==> src/lsu_pkg.sv <==
// Load/store unit shared definitions
// Widths, operation and exception encodings, default sizes

package lsu_pkg;

  // ----------------------------------------
  // Widths
  // ----------------------------------------
  localparam int ADDR_W = 16;
  localparam int DATA_W = 32;
  localparam int TAG_W  = 4;
  localparam int BE_W   = DATA_W / 8;

  // Default sizes used by the top level
  localparam int DEF_IQ_DEPTH  = 4;
  localparam int DEF_RQ_DEPTH  = 2;
  localparam int DEF_RAM_WORDS = 256;

  typedef logic [ADDR_W-1:0] addr_t;
  typedef logic [DATA_W-1:0] data_t;
  typedef logic [TAG_W-1:0]  tag_t;
  typedef logic [BE_W-1:0]   be_t;

  // ----------------------------------------
  // Encodings
  // ----------------------------------------
  typedef enum logic [1:0] {
    OP_LW  = 2'd0,
    OP_LBU = 2'd1,
    OP_SW  = 2'd2,
    OP_SB  = 2'd3
  } lsu_op_t;

  // Misaligned has priority over access fault
  typedef enum logic [1:0] {
    EXC_NONE     = 2'd0,
    EXC_MISALIGN = 2'd1,
    EXC_ACCESS   = 2'd2
  } except_t;

endpackage

==> src/lsu_pipe.sv <==
// LSU memory pipe, EX0 select, EX1 check and RAM access, EX2 done
// Busy memory sends the EX1 operation to the replay queue

`timescale 1ns/1ps

module lsu_pipe
  import lsu_pkg::*;
#(
  parameter int RAM_WORDS = 256
)
(
  input  logic    i_clk,
  input  logic    i_rst,
  input  logic    i_mem_busy,

  input  logic    i_iq_valid,
  input  lsu_op_t i_iq_op,
  input  tag_t    i_iq_tag,
  input  addr_t   i_iq_base,
  input  addr_t   i_iq_offset,
  input  data_t   i_iq_wdata,
  output logic    o_iq_take,

  input  logic    i_rq_valid,
  input  lsu_op_t i_rq_op,
  input  tag_t    i_rq_tag,
  input  addr_t   i_rq_addr,
  input  data_t   i_rq_wdata,
  output logic    o_rq_take,
  input  logic    i_rq_full,

  output logic    o_rq_push,
  output lsu_op_t o_rq_op,
  output tag_t    o_rq_tag,
  output addr_t   o_rq_addr,
  output data_t   o_rq_wdata,

  input  addr_t   i_cfg_limit,
  input  logic    i_cfg_align_chk,
  input  logic    i_cfg_busy_replay_en,

  output logic                         o_ram_en,
  output logic [$clog2(RAM_WORDS)-1:0] o_ram_addr,
  output be_t                          o_ram_be,
  output data_t                        o_ram_wdata,
  input  data_t                        i_ram_rdata,

  output logic    o_done_valid,
  output tag_t    o_done_tag,
  output except_t o_done_cause,
  output data_t   o_done_data
);

  localparam int IDX_W = $clog2(RAM_WORDS);

  // ----------------------------------------
  // EX0 select
  // ----------------------------------------
  // Replay wins, fresh issue waits while replay queue is full
  assign o_rq_take = i_rq_valid;
  assign o_iq_take = i_iq_valid && !i_rq_valid && !i_rq_full;

  logic    ex1_valid;
  lsu_op_t ex1_op;
  tag_t    ex1_tag;
  addr_t   ex1_addr;
  data_t   ex1_wdata;

  always_ff @(posedge i_clk) begin
    if (i_rst) begin
      ex1_valid <= 1'b0;
    end else begin
      ex1_valid <= o_rq_take || o_iq_take;
    end
  end

  // Replayed entry carries its computed address
  always_ff @(posedge i_clk) begin
    if (o_rq_take) begin
      ex1_op    <= i_rq_op;
      ex1_tag   <= i_rq_tag;
      ex1_addr  <= i_rq_addr;
      ex1_wdata <= i_rq_wdata;
    end else if (o_iq_take) begin
      ex1_op    <= i_iq_op;
      ex1_tag   <= i_iq_tag;
      ex1_addr  <= i_iq_base + i_iq_offset;
      ex1_wdata <= i_iq_wdata;
    end
  end

  // ----------------------------------------
  // EX1 check and access
  // ----------------------------------------
  except_t ex1_cause;
  logic    ex1_fault;
  logic    ex1_replay;
  logic    ex1_word;
  be_t     ex1_be;

  assign ex1_word = (ex1_op == OP_LW) || (ex1_op == OP_SW);

  always_comb begin
    if (i_cfg_align_chk && ex1_word && (ex1_addr[1:0] != 2'b00)) begin
      ex1_cause = EXC_MISALIGN;
    end else if (ex1_addr >= i_cfg_limit) begin
      ex1_cause = EXC_ACCESS;
    end else begin
      ex1_cause = EXC_NONE;
    end
  end

  assign ex1_fault  = (ex1_cause != EXC_NONE);
  assign ex1_replay = ex1_valid && i_mem_busy && i_cfg_busy_replay_en;

  // Byte lane from the low address bits, loads write nothing
  always_comb begin
    case (ex1_op)
      OP_SW:   ex1_be = '1;
      OP_SB:   ex1_be = be_t'(1) << ex1_addr[1:0];
      default: ex1_be = '0;
    endcase
  end

  assign o_ram_en    = ex1_valid && !ex1_fault && !ex1_replay;
  assign o_ram_addr  = ex1_addr[IDX_W+1:2];
  assign o_ram_be    = o_ram_en ? ex1_be : '0;
  assign o_ram_wdata = (ex1_op == OP_SB) ? {BE_W{ex1_wdata[7:0]}} : ex1_wdata;

  assign o_rq_push  = ex1_replay;
  assign o_rq_op    = ex1_op;
  assign o_rq_tag   = ex1_tag;
  assign o_rq_addr  = ex1_addr;
  assign o_rq_wdata = ex1_wdata;

  // ----------------------------------------
  // EX2 done report
  // ----------------------------------------
  lsu_op_t    ex2_op;
  logic [1:0] ex2_lane;

  always_ff @(posedge i_clk) begin
    if (i_rst) begin
      o_done_valid <= 1'b0;
    end else begin
      o_done_valid <= ex1_valid && !ex1_replay;
    end
  end

  always_ff @(posedge i_clk) begin
    o_done_tag   <= ex1_tag;
    o_done_cause <= ex1_cause;
    ex2_op       <= ex1_op;
    ex2_lane     <= ex1_addr[1:0];
  end

  // Zero for stores and faults
  always_comb begin
    o_done_data = '0;
    if (o_done_cause == EXC_NONE) begin
      if (ex2_op == OP_LW) begin
        o_done_data = i_ram_rdata;
      end else if (ex2_op == OP_LBU) begin
        o_done_data = data_t'(i_ram_rdata[8*ex2_lane +: 8]);
      end
    end
  end

endmodule

==> config.mk <==
export PLATFORM = sky130hd
export DESIGN_NAME = lsu_pipe
export DESIGN_NICKNAME = d
export VERILOG_FILES = /design/src/lsu_pkg.sv /design/src/lsu_pipe.sv
export SDC_FILE = /design/constraint.sdc
export NUM_CORES = 1
export LEC_CHECK = 0
export ABC_AREA = 0
export BUFFER_PORTS_ARGS = -buffer_cell sky130_fd_sc_hd__buf_4
export CORE_AREA = 2 2 126 128
export DETAILED_ROUTE_END_ITERATION = 6
export DIE_AREA = 0 0 128 130
export PLACE_DENSITY = 0.66
export SLEW_MARGIN = 30
export SYNTH_ARGS = -nofsm -noshare
export SYNTH_HDL_FRONTEND = slang
export SYNTH_SLANG_ARGS = --single-unit
==> constraint.sdc <==
create_clock -name i_clk -period 3.11 [get_ports i_clk]
set_clock_uncertainty 0.2 [all_clocks]
set_input_delay 0.1555 -clock i_clk [delete_from_list [all_inputs] [get_ports i_clk]]
set_output_delay 0.1555 -clock i_clk [all_outputs]
set_load 0.005 [all_outputs]
Word-level counts from Yosys, hierarchy flattened:

Index checks and enable logic that the tools add are counted.

* $add $sub $neg: 1
* magnitude comparators: 1
* equality and inequality tests: 3
* shifts and indexed selects: 2
* mux-type cells: 16
* reductions and logical operators: 21

Operators with widths (number)
* two-way mux 32 bit: 5
* two-way mux 16 bit: 2
* indexed part select 32 x 6 -> 8 bit: 1
* adder 16 bit: 1
* >= comparator 16 bit: 1
* two-way mux 4 bit: 3
* logical AND 1 bit: 9
* two-way mux 2 bit: 4
* two-way mux 8 bit: 1
* one-hot mux 4 bit (2 select lines): 1
* logical NOT 2 bit: 3
* nonzero test 2 bit: 3
* equality test 2 bit, second input constant: 2
* logical NOT 1 bit: 4
* << shifter 1 x 2 -> 4 bit, first input constant: 1
* equality test 2 x 1 -> 1 bit, second input constant: 1
* logical OR 1 bit: 2

* bits in registers: 66
* input bits: 180
* output and inout bits: 141
* word-level logic and storage cells: 54

Longest topological paths before layout:

Gate-level depths: netlist of the first run.

* depth in word-level cells: 10
* depth in mapped cells: 8
* depth with buffers taken out: 8

Worst setup path after synthesis of the first run:

OpenSTA, ideal clock, no wires.

* path kind: input -> register
* from: input port i_rq_valid
* to: register ex1_addr[0] (netlist: o_rq_addr[0]), enable pin
* setup time: 624 ps
* arrival time: 1462 ps
* data required time: 2286 ps
* path slack: 824 ps
* cell stages on the path: 3
* buffers on the path: 1
* path through: inv_1 clkbuf_1 nand2_1

* word-level cells in the longest chain between the ends: 4

Ends and longest elaborated chain
* from (decl): RTL line lsu_pipe.sv:24 `input logic i_rq_valid,`
* logical NOT 1 bit: RTL line lsu_pipe.sv:61 `assign o_iq_take = i_iq_valid && !i_rq_valid && !i_rq_full;`
* logical AND 1 bit (2 in series): RTL line lsu_pipe.sv:61
* nonzero test 2 bit (no line) (*)
* to (signal assigned): RTL line lsu_pipe.sv:82 `ex1_addr <= i_rq_addr;`
* to (signal assigned): RTL line lsu_pipe.sv:87 `ex1_addr <= i_iq_base + i_iq_offset;`
* to (decl): RTL line lsu_pipe.sv:66 `addr_t ex1_addr;`

Every way passes the cells marked *; elsewhere a longest branch is shown, timed or not.
A chain may end at the register's enable or synchronous reset.

Worst setup path in the final report of the first run:

* from: register ex1_addr[0] (netlist: o_rq_addr[0])
* to: output port o_ram_be[1]

* word-level cells in the longest chain between the ends: 8
* elaborated cells between the ends (all ways): 12
* those cells by class: 1 x order compare; 1 x shift; 4 x mux; 6 x reduce/logical

Ends and longest elaborated chain
* >= comparator 16 bit / nonzero test 2 bit (equally long branches): RTL line lsu_pipe.sv:106, lsu_pipe.sv:104
* two-way mux 2 bit / logical AND 1 bit (equally long branches): RTL line lsu_pipe.sv:106, lsu_pipe.sv:104
* two-way mux 2 bit: RTL line lsu_pipe.sv:104 `if (i_cfg_align_chk && ex1_word && (ex1_addr[1:0] != 2'b00)) begin`
* nonzero test 2 bit: RTL line lsu_pipe.sv:113 `assign ex1_fault = (ex1_cause != EXC_NONE);`
* logical NOT 1 bit: RTL line lsu_pipe.sv:125 `assign o_ram_en = ex1_valid && !ex1_fault && !ex1_replay;`
* logical AND 1 bit (2 in series): RTL line lsu_pipe.sv:125
* two-way mux 4 bit (*): RTL line lsu_pipe.sv:127 `assign o_ram_be = o_ram_en ? ex1_be : '0;`
* to (decl): RTL line lsu_pipe.sv:44 `output be_t o_ram_be,`

Marked as above.

==> metrics.md, run 1 <==
| Metric | Value |
|---|---|
| CTS sink count | `66` |
| Slowest cell on crit path | `edfxtp_1` |
| Buffers added on ports | `320` |
| Synth area leaders | `edfxtp_1, mux2_2, ha_1` |
| Post-CTS Hold Fix Bufs | `90` |
| Initial Util | `0.303` |
| Vias per cell | `4.92` |
| Final Wtd Congestion | `0.894` |
| Worst path cell trace | `inv_1, ha_1, nand2b_1, a211oi_1, o211ai_1, a31oi_2, and3_1, buf_4` |
| Final setup fails | `0` |
| Fmax | `0.382 GHz` |
| Sequential power share | `0.328` |
| Worst setup path class | `reg2out` |
| Final period util | `0.843` |
| Power, Total | `3620 uW` |
| Final Hold Viols | `0` |
| Relative slew slack | `0.385` |
| Internal power | `2640 uW` |
| Max Root-Sink Buffers | `2` |
| CTS tree | `yes` |
| Worst-path clk slew | `50 ps` |
| Yosys warns | `0` |
| Layout area overhead | `80.0%` |
| Worst skew pair latency | `330 ps` |
| PwrDens | `430 nW/um^2` |
| Post-DP HPWL | `13900 um` |
| Maximum vdd drop | `0.272 mV` |
| ANT nets after route | `0` |
| Crit path launch type | `flop` |
| Post-Syn Nets | `652` |
| Syn avg cell area | `10.6 um^2` |
| Grt total ovfl | `0` |
| I/O pins | `321` |
| Worst Path Arrival | `2270 ps` |
| Routed WL per cell | `17.6 um` |
| Yosys reg bits | `66` |
| Die area | `16600 um^2` |
| Hold crit path type | `in2reg` |
| CTS Root Cell | `clkbuf_16` |
| Share of flip-flops with an asynchronous set or reset | `0` |
| Logic gate share of total power | `0.345` |
| Slew Limit Fails | `0` |
| H-tree level count | `3` |
| Die Height | `130 um` |
| Setup TNS | `0 ps` |
| Cell taking the most area after synthesis | `edfxtp_1` |
| Antenna diode count | `0` |
| Synthesized instance count | `440` |
| Req. time, crit path | `2750 ps` |
| Pre-Repair DR Iteration Count | `4` |
| Overall routing resource usage | `0.207` |
| Fin Hold WS | `10.3 ps` |
| Status | `complete, no violations` |
| DRT Wirelength | `18100 um` |
| Initial antenna violation count | `0` |
| Seq/Total Area, Yosys | `0.399` |
| Unrepaired setup endpoints after global routing | `false` |
| Tmin final | `2620 ps` |
| Nets@finish | `1042` |
| Bufs and invs on worst path | `2` |
| Synth Cell Area | `4670 um^2` |
| Top FF cell, synth | `edfxtp_1` |
| Placeable Area | `15400 um^2` |
| CP Max Fanout | `5` |
| Post-CTS setup buffers | `0` |
| Die Wd | `128 um` |
| CP top delay family | `compound AO/OA/AOI/OAI gates` |
| Worst setup EP type | `output port` |
| Initial drt markers | `216` |
| Drc violations | `0` |
| Number of synthesized flops with an enable pin | `54` |
| Leak | `0.00408 uW` |
| Vias in the first global route | `5018` |
| CTS buffer count | `9` |
| Share of the synthesized area in the top cell type | `0.347` |
| Vias | `5050` |
| Net Sw Frac | `0.270` |
| First-pass GRT wire length | `26600 um` |
| FP Rows | `46` |
| Clock power frac | `0.328` |
| Cell variety after synth | `55` |
| CP max stage delay | `430 ps` |
| Switching component of the power | `977 uW` |
| Share of cells above drive strength 1 | `0.479` |
| Pin count of the biggest net entering global routing | `41` |
| Max Cap Viol | `0` |
| Resize count post-CTS | `0` |
| Slew @ Worst Pin | `920 ps` |
cells in the final DEF (no fill, tap or decap), types with 4 or more instances in the layout:
cell type,count
nand3_1,5
nand2_1,23
clkbuf_16,9
inv_1,26
o21ai_0,17
ha_1,31
o21a_1,7
o211ai_1,8
nor2_1,25
mux4_2,8
nor3_1,4
edfxtp_1,54
a21o_1,28
a21oi_1,16
dfxtp_1,12
a31oi_1,4
a211oi_1,7
mux2_2,39
dlygate4sd3_1,90
mux2i_1,8
and2_1,25
and3_1,17
buf_4,323
cell type report:
class	count	area (um^2)
Fill cell	1308	7020
Sequential cell	66	1860
Tap cell	192	240
Clock buffer	10	239
Timing Repair Buffer	414	3350
Inverter	26	97.6
Clock inverter	6	113
Multi-Input combinational cell	313	2510
state kept, by name, indices dropped and copies added, names as in the netlist:
| register | count |
|---|---|
| o_rq_addr | 16 |
| ex2_op | 2 |
| o_done_cause | 2 |
| o_rq_op | 2 |
| o_done_tag | 4 |
| ex2_lane | 2 |
| o_rq_tag | 4 |
| ex1_valid | 1 |
| o_done_valid | 1 |
| o_rq_wdata | 32 |
cell families after synthesis:
logic type,after synthesis,synth area share
AO/OA/AOI/OAI,106,0.163
AND/OR/NAND/NOR,114,0.126
buffers and inverters,61,0.0640
XOR/XNOR,6,0.0113
adder cells (fa/ha/maj),32,0.0873
flip-flops,66,0.399
multiplexers,55,0.150
per-stage QoR:
stage / utilization / std cells / setup WS [ps] / instance area (um^2)
6_report: 0.545 / 1027 / 489 / 8410
5_1_grt: 0.545 / 1027 / 289 / 8410
4_1_cts: 0.545 / 1027 / 459 / 8410
3_5_place_dp: 0.464 / 921 / 832 / 7160
3_3_place_gp: 0.464 / 921 / 914 / 7160
2_1_floorplan: - / 440 / 824 / 4670
cells in the mapped netlist (all sizes together) (4+ instances only):
master	count
a21oi	16
clkbuf	11
o21ai	19
and3	17
nor3	4
nor2	26
inv	26
a21o	28
o211ai	9
edfxtp	54
and2	25
buf	24
mux4	8
nand2	24
a31oi	5
a211oi	8
o21a	7
dfxtp	12
mux2i	8
ha	31
mux2	39
nand3	5
worst reg2reg max path, delay by kind of cell (launching register included):
kind            cells  cell delay [ps]
compound gates      3              490
flops               1              430
simple gates        2              260
fa+ha+maj           1              220
buf+inv             1              110
power groups by stage:
stage | Sequential, uW | Clock [uW] | Combinational (uW)
detailed placement | 1200 | 0 | 1130
CTS | 1190 | 1210 | 1250
global placement | 1200 | 0 | 1120
finish | 1190 | 1190 | 1250
floorplan | 1170 | 0 | 524
global route | 1200 | 1240 | 1350
routing by layer:
layer	GRT usage	vias up	wire length, um
li1	-	2402	-
met1	0.227	2394	6940
met2	0.385	212	9340
met3	0.0455	42	1210
met4	0.0892	0	610
met5	0	-	0
final timing paths:
kind,from,endpoint,slack (ps),depth (start not counted)
max reg2reg,o_rq_addr[0],o_done_cause[1],1270,7
max,o_rq_addr[0],o_ram_be[1],490,8
min reg2reg,o_rq_tag[1],o_done_tag[1],170,0
min,i_rq_addr[15],o_rq_addr[15],10,4
(Power assumes the default switching activity.)
==> run 2, diff against run 1 <==
==> constraint.sdc (replaced) <==
create_clock -name i_clk -period 2.6 [get_ports i_clk]
set_clock_uncertainty 0.2 [all_clocks]
set_input_delay 0.13 -clock i_clk [delete_from_list [all_inputs] [get_ports i_clk]]
set_output_delay 0.13 -clock i_clk [all_outputs]
set_load 0.005 [all_outputs]
==> run 2 against run 1 <==
  * Design area up 0.48%
  * Wire length down 0.47%
  * Sequential share of layout area down 0.10 points
  * Cell count up 0.58%
  * First-iteration DRC count down 13%
  * Register-to-register slack worse by 560 ps
  * Critical path type unchanged
  * Critical endpoint is now o_ram_be[0]
  * Largest power group unchanged
==> metrics.md, run 2 (same netlist as run 1, synthesis figures left out) <==
| Metric | Value |
|---|---|
| FP Rows | `46` |
| Most frequent cells in the layout | `buf_4, dlygate4sd3_1, edfxtp_1, mux2_2, ha_1` |
| Overall routing resource usage | `0.204` |
| Post-route insts no fill | `1033` |
| CP Max Fanout | `5` |
| Final Hold Viols | `0` |
| Launch point of the worst hold path | `i_rq_addr[11]` |
| CTS tree | `yes` |
| Final setup fails | `0` |
| Post-DP HPWL | `13800 um` |
| Buffers added on ports | `320` |
| Max Root-Sink Buffers | `2` |
| Cells after DPL | `922` |
| Status | `complete, no violations` |
| Highest routed layer | `met4` |
| Worst Path Arrival | `2170 ps` |
| Hold crit path type | `in2reg` |
| CTS Root Cell | `clkbuf_16` |
| Leak | `0.00407 uW` |
| Vias per cell | `4.84` |
| Hold path cells | `3` |
| Max reg flops | `32` |
| Vias in the first global route | `5000` |
| Power, Total | `4160 uW` |
| First-pass GRT wire length | `26000 um` |
| Req. time, crit path | `2270 ps` |
| Relative slew slack | `0.617` |
| CP max stage delay | `400 ps` |
| Nets@finish | `1048` |
| Tmin final | `2500 ps` |
| Fin Hold WS | `17.7 ps` |
| DRT Wirelength | `18000 um` |
| Die Height | `130 um` |
| Worst-path clk slew | `60 ps` |
| Flop2flop setup slack | `710 ps` |
| Crit path launch type | `flop` |
| Slowest cell on crit path | `edfxtp_1` |
| ANT nets after route | `0` |
| Maximum vdd drop | `0.311 mV` |
| Antenna diode count | `0` |
| Met2 Wirelength | `9330 um` |
| Slew Limit Fails | `0` |
| Worst setup EP type | `output port` |
| WL met1 | `6970 um` |
| Setup TNS | `0 ps` |
| Worst skew pair latency | `330 ps` |
| Initial drt markers | `187` |
| Pin count of the biggest net entering global routing | `40` |
| Pre-Repair DR Iteration Count | `7` |
| Share of cells above drive strength 1 | `0.490` |
| Grt total ovfl | `0` |
| Placeable Area | `15400 um^2` |
| Worst setup path class | `reg2out` |
| Die area | `16600 um^2` |
| Die Wd | `128 um` |
| Initial Util | `0.303` |
| Fmax | `0.400 GHz` |
| Reg-to-Reg Start | `o_rq_addr[11]` |
| CTS buffer count | `9` |
| Layout area overhead | `80.9%` |
| Slew @ Worst Pin | `573 ps` |
| I/O pins | `321` |
| Worst path cell trace | `inv_2, ha_1, nand2b_1, a211oi_2, o211ai_1, a31oi_2, and3_1, buf_4` |
| Commonest non-fill, non-tap cell in the layout | `buf_4` |
| Final Wtd Congestion | `0.895` |
| Drc violations | `0` |
| PwrDens | `492 nW/um^2` |
| Detail Route met3 WL | `1160 um` |
| CTS sink count | `66` |
| Max Cap Viol | `0` |
| Setup crit start | `o_rq_addr[0]` |
| Initial antenna violation count | `0` |
| H-tree level count | `3` |
| Vias | `5002` |
| Routed WL per cell | `17.4 um` |
| Final period util | `0.961` |
| Depth of the worst register-to-register path | `5` |
## run 2: final cells by class
class | instances | area (um^2)
flip-flops and latches | 66 | 1860
well taps | 192 | 240
clock buffers | 9 | 225
inverters | 26 | 97.6
fillers | 1356 | 6980
clock inverters | 7 | 76.3
repair buffers | 420 | 3380
multi-input cells | 313 | 2560
## run 2: power breakdown
| part | switching [uW] | internal [uW] |
|---|---|---|
| Clock | 475 | 748 |
| Sequential | 119 | 1300 |
| Combinational | 607 | 910 |
| Total | 1200 | 2960 |
## run 2: final timing paths
kind	to
min reg2reg	o_done_tag[1]
max	o_ram_be[0]
min	o_rq_addr[11]
max reg2reg	o_done_cause[1]
## run 2: routing by layer
| layer | vias to the layer above | GRT usage |
|---|---|---|
| met3 | 35 | 0.0406 |
| met5 | - | 0 |
| met2 | 199 | 0.383 |
| li1 | 2405 | - |
| met1 | 2363 | 0.224 |
| met4 | 0 | 0.0886 |
## run 2: worst max-delay path: cells and delay by family (launching register included)
family,cells,cell delay (ps)
buffers and inverters,2,190
AOI/OAI and AO/OA,3,670
adders and majority gates,1,220
and+or+nand+nor,2,360
DFF,1,400
## run 2: repair_timing
action / in CTS / in global routing
hold buffers: 92 / 0
gates resized for setup: 1 / 8
gates cloned: 0 / 0
buffers inserted: 2 / 1
setup endpoints to repair: 4 / 5
pin swaps: 1 / 6
endpoints found under the hold margin: 54 / 0
## run 2: per-stage QoR
| stage | setup WS, ps | cell area, um^2 | utilization |
|---|---|---|---|
| 6_report | 101 | 8450 | 0.548 |
| 3_3_place_gp | 423 | 7150 | 0.464 |
| 5_1_grt | -2.26 | 8450 | 0.548 |
| 4_1_cts | 40.2 | 8390 | 0.544 |
| 3_5_place_dp | 340 | 7150 | 0.464 |
| 2_1_floorplan | 339 | 4670 | - |
==> run 3, diff against run 2 <==
--- a/config.mk
+++ b/config.mk
@@ -5,12 +5,12 @@
 export SDC_FILE = /design/constraint.sdc
 export NUM_CORES = 1
 export LEC_CHECK = 0
-export ABC_AREA = 0
+export ABC_AREA = 1
 export BUFFER_PORTS_ARGS = -buffer_cell sky130_fd_sc_hd__buf_4
-export CORE_AREA = 2 2 126 128
+export CORE_AREA = 2 2 124 126
 export DETAILED_ROUTE_END_ITERATION = 6
-export DIE_AREA = 0 0 128 130
-export PLACE_DENSITY = 0.66
+export DIE_AREA = 0 0 126 128
+export PLACE_DENSITY = 0.7
 export SLEW_MARGIN = 30
 export SYNTH_ARGS = -nofsm -noshare
 export SYNTH_HDL_FRONTEND = slang
==> run 3 against run 2 <==
  * Global-route usage grew 3.3 points
  * Count of clock-buffer cells in the layout up 1
  * Worst setup slack improved by 140 ps
  * Clock power up 6%
  * Design area grew 2.7%
  * Die area is 3.1% lower
  * First-iteration DRC count increased by 98%
  * Via count up 22%
  * Core utilization grew 3.6 points
  * Critical path depth up 4
==> metrics.md, run 3 <==
| Metric | Value |
|---|---|
| Launch point of the worst hold path | `i_rq_valid` |
| Vias in the first global route | `5775` |
| Slew @ Worst Pin | `674 ps` |
| Vias per cell | `4.65` |
| FP Rows | `45` |
| Grt total ovfl | `0` |
| FF-to-FF End | `o_done_cause[1]` |
| Tmin final | `2360 ps` |
| Synth Cell Area | `4950 um^2` |
| CTS tree | `yes` |
| Most common cell in the netlist | `nand2_1` |
| Most frequent cells in the layout | `nand2_1, buf_4, dlygate4sd3_1, inv_1, edfxtp_1` |
| PwrDens | `493 nW/um^2` |
| Initial Util | `0.333` |
| Crit path launch type | `flop` |
| Yosys reg bits | `66` |
| Max reg flops | `32` |
| Commonest non-fill, non-tap cell in the layout | `nand2_1` |
| Flop2flop setup slack | `900 ps` |
| Pre-Repair DR Iteration Count | `5` |
| Setup TNS | `0 ps` |
| Final setup fails | `0` |
| Antenna diode count | `0` |
| Cell taking the most area after synthesis | `edfxtp_1` |
| Setup crit start | `o_rq_addr[1]` |
| Slew Limit Fails | `0` |
| Share of flip-flops with an asynchronous set or reset | `0` |
| CTS buffer count | `9` |
| Layout filler cell count | `1373` |
| Worst setup path class | `reg2out` |
| Hold crit path type | `in2reg` |
| Number of synthesized flops with an enable pin | `54` |
| Post-DP HPWL | `15000 um` |
| Buffers added on ports | `320` |
| Unrepaired setup endpoints after global routing | `false` |
| ANT nets after route | `0` |
| Max Cap Viol | `0` |
| Drc violations | `0` |
| Relative slew slack | `0.551` |
| H-tree level count | `3` |
| Layout area overhead | `75.3%` |
| Design Area, Final | `8670 um^2` |
| Nets@finish | `1333` |
| Req. time, crit path | `2270 ps` |
| Syn avg cell area | `6.81 um^2` |
| Maximum vdd drop | `0.252 mV` |
| Routed WL per cell | `15.1 um` |
| Post-Route Utilization | `0.584` |
| Worst skew pair latency | `340 ps` |
| Multi-input gate area | `2550 um^2` |
| Leak | `0.00471 uW` |
| CP Max Fanout | `8` |
| Final period util | `0.908` |
| Top FF cell, synth | `edfxtp_1` |
| Final Wtd Congestion | `0.895` |
| Share of cells above drive strength 1 | `0.321` |
| Fmax | `0.424 GHz` |
| Status | `complete, no violations` |
| DRT Wirelength | `19800 um` |
| Worst-path clk slew | `60 ps` |
| CTS Root Cell | `clkbuf_16` |
| Seq/Total Area, Yosys | `0.376` |
| Overall routing resource usage | `0.237` |
| Cell variety after synth | `29` |
| Max Root-Sink Buffers | `2` |
| Worst Path Arrival | `2030 ps` |
| Post-DP Area | `7410 um^2` |
| Depth of the worst register-to-register path | `11` |
| Synthesized instance count | `727` |
| Placeable Area | `14900 um^2` |
| Share of the synthesized area in the top cell type | `0.328` |
| Register Area | `1860 um^2` |
| Post-Syn Nets | `939` |
| Pin count of the biggest net entering global routing | `61` |
| Reg-to-Reg Start | `o_rq_addr[1]` |
| Die Wd | `126 um` |
| I/O pins | `321` |
| CTS sink count | `66` |
| Die Height | `128 um` |
| Initial drt markers | `371` |
| Final Hold Viols | `0` |
| Yosys warns | `0` |
| Top post-synthesis cells by count | `nand2_1, inv_1, edfxtp_1` |
| Initial antenna violation count | `0` |
| End point of the critical path | `o_ram_be[3]` |
| Worst setup EP type | `output port` |
| Synth area leaders | `edfxtp_1, nand2_1, ha_1` |
| First-pass GRT wire length | `29800 um` |
| Die area | `16100 um^2` |
| Vias | `6109` |
==> run 3: changes by cell type after synthesis, sizes merged, moves of 9 or more <==
cell    previous run  this run
nor2              26        50
inv               26        82
a21o              28         1
nand2             24       340
o21ai             19        32
and3              17         0
and2              25         1
mux2              39         0
nand3              5        25
a21oi             16        33
o211ai             9         0
==> run 3: cells by family (layout without fill, tap and decap cells) <==
kind of cell | after synthesis | in the layout | share of synthesized area
xor+xnor | 2 | 2 | 0.00354
flops | 66 | 66 | 0.376
compound gates | 66 | 66 | 0.0673
fa+ha+maj | 32 | 32 | 0.0824
simple gates | 439 | 439 | 0.361
buf+inv | 122 | 521 | 0.110
==> run 3: power breakdown <==
group	total (uW)	internal, uW	switching, uW
Sequential	1410	1300	112
Combinational	1580	836	741
Clock	1290	834	454
==> run 3: area by class of cell <==
| class | instances | area share |
|---|---|---|
| Timing Repair Buffer | 423 | 0.393 |
| Multi-Input combinational cell | 539 | 0.294 |
| Tap cell | 188 | 0.0271 |
| Clock inverter | 6 | 0.00952 |
| Inverter | 82 | 0.0355 |
| Sequential cell | 66 | 0.215 |
| Clock buffer | 10 | 0.0264 |
==> run 3: routing by layer <==
layer | share of wire | GRT usage | up-vias
met4 | 0.033 | 0.0989 | 0
met1 | 0.39 | 0.274 | 2706
met2 | 0.50 | 0.414 | 293
met5 | 0 | 0 | -
met3 | 0.080 | 0.0647 | 53
li1 | - | - | 3057
==> run 3: metrics by stage <==
| step | instances | hold slack, ps | setup slack [ps] | total power [uW] |
|---|---|---|---|---|
| final | 1314 | 22.7 | 239 | 4280 |
| after global routing | 1314 | 38.5 | 34.2 | 4540 |
| after CTS | 1313 | 22.2 | 28.1 | 4290 |
| after detailed placement | 1203 | 100 | 388 | 2860 |
| after global placement | 1203 | 97.7 | 438 | 2840 |
| after floorplan | 727 | -0.934 | 337 | 2070 |
==> run 3: worst min-delay path by stage <==
stage	endpoint	slack, ps	depth (start not counted)
after CTS	ex1_valid	20	3
after global placement	ex1_valid	100	2
after global routing	ex1_valid	40	3
after detailed placement	ex1_valid	100	2
after floorplan	ex1_valid	-0.9	1
final	ex1_valid	20	3
==> run 3: worst max-delay path: stages, from the launching register on <==
cell	delay, ps
edfxtp_1	480
ha_1	350
nand2_1	70
nand2_1	50
nand2_1	50
nand2_1	50
nand2_1	50
nand2_1	50
nand2_1	70
nand4_1	90
buf_4	180
nor2_1	100
buf_4	120
==> run 3: timing repair <==
item | CTS | global route
setup buffers | 0 | 1
endpoints found under the hold margin | 57 | 0
setup endpoints to repair | 0 | 5
gates resized for setup | 0 | 0
hold buffers | 94 | 0
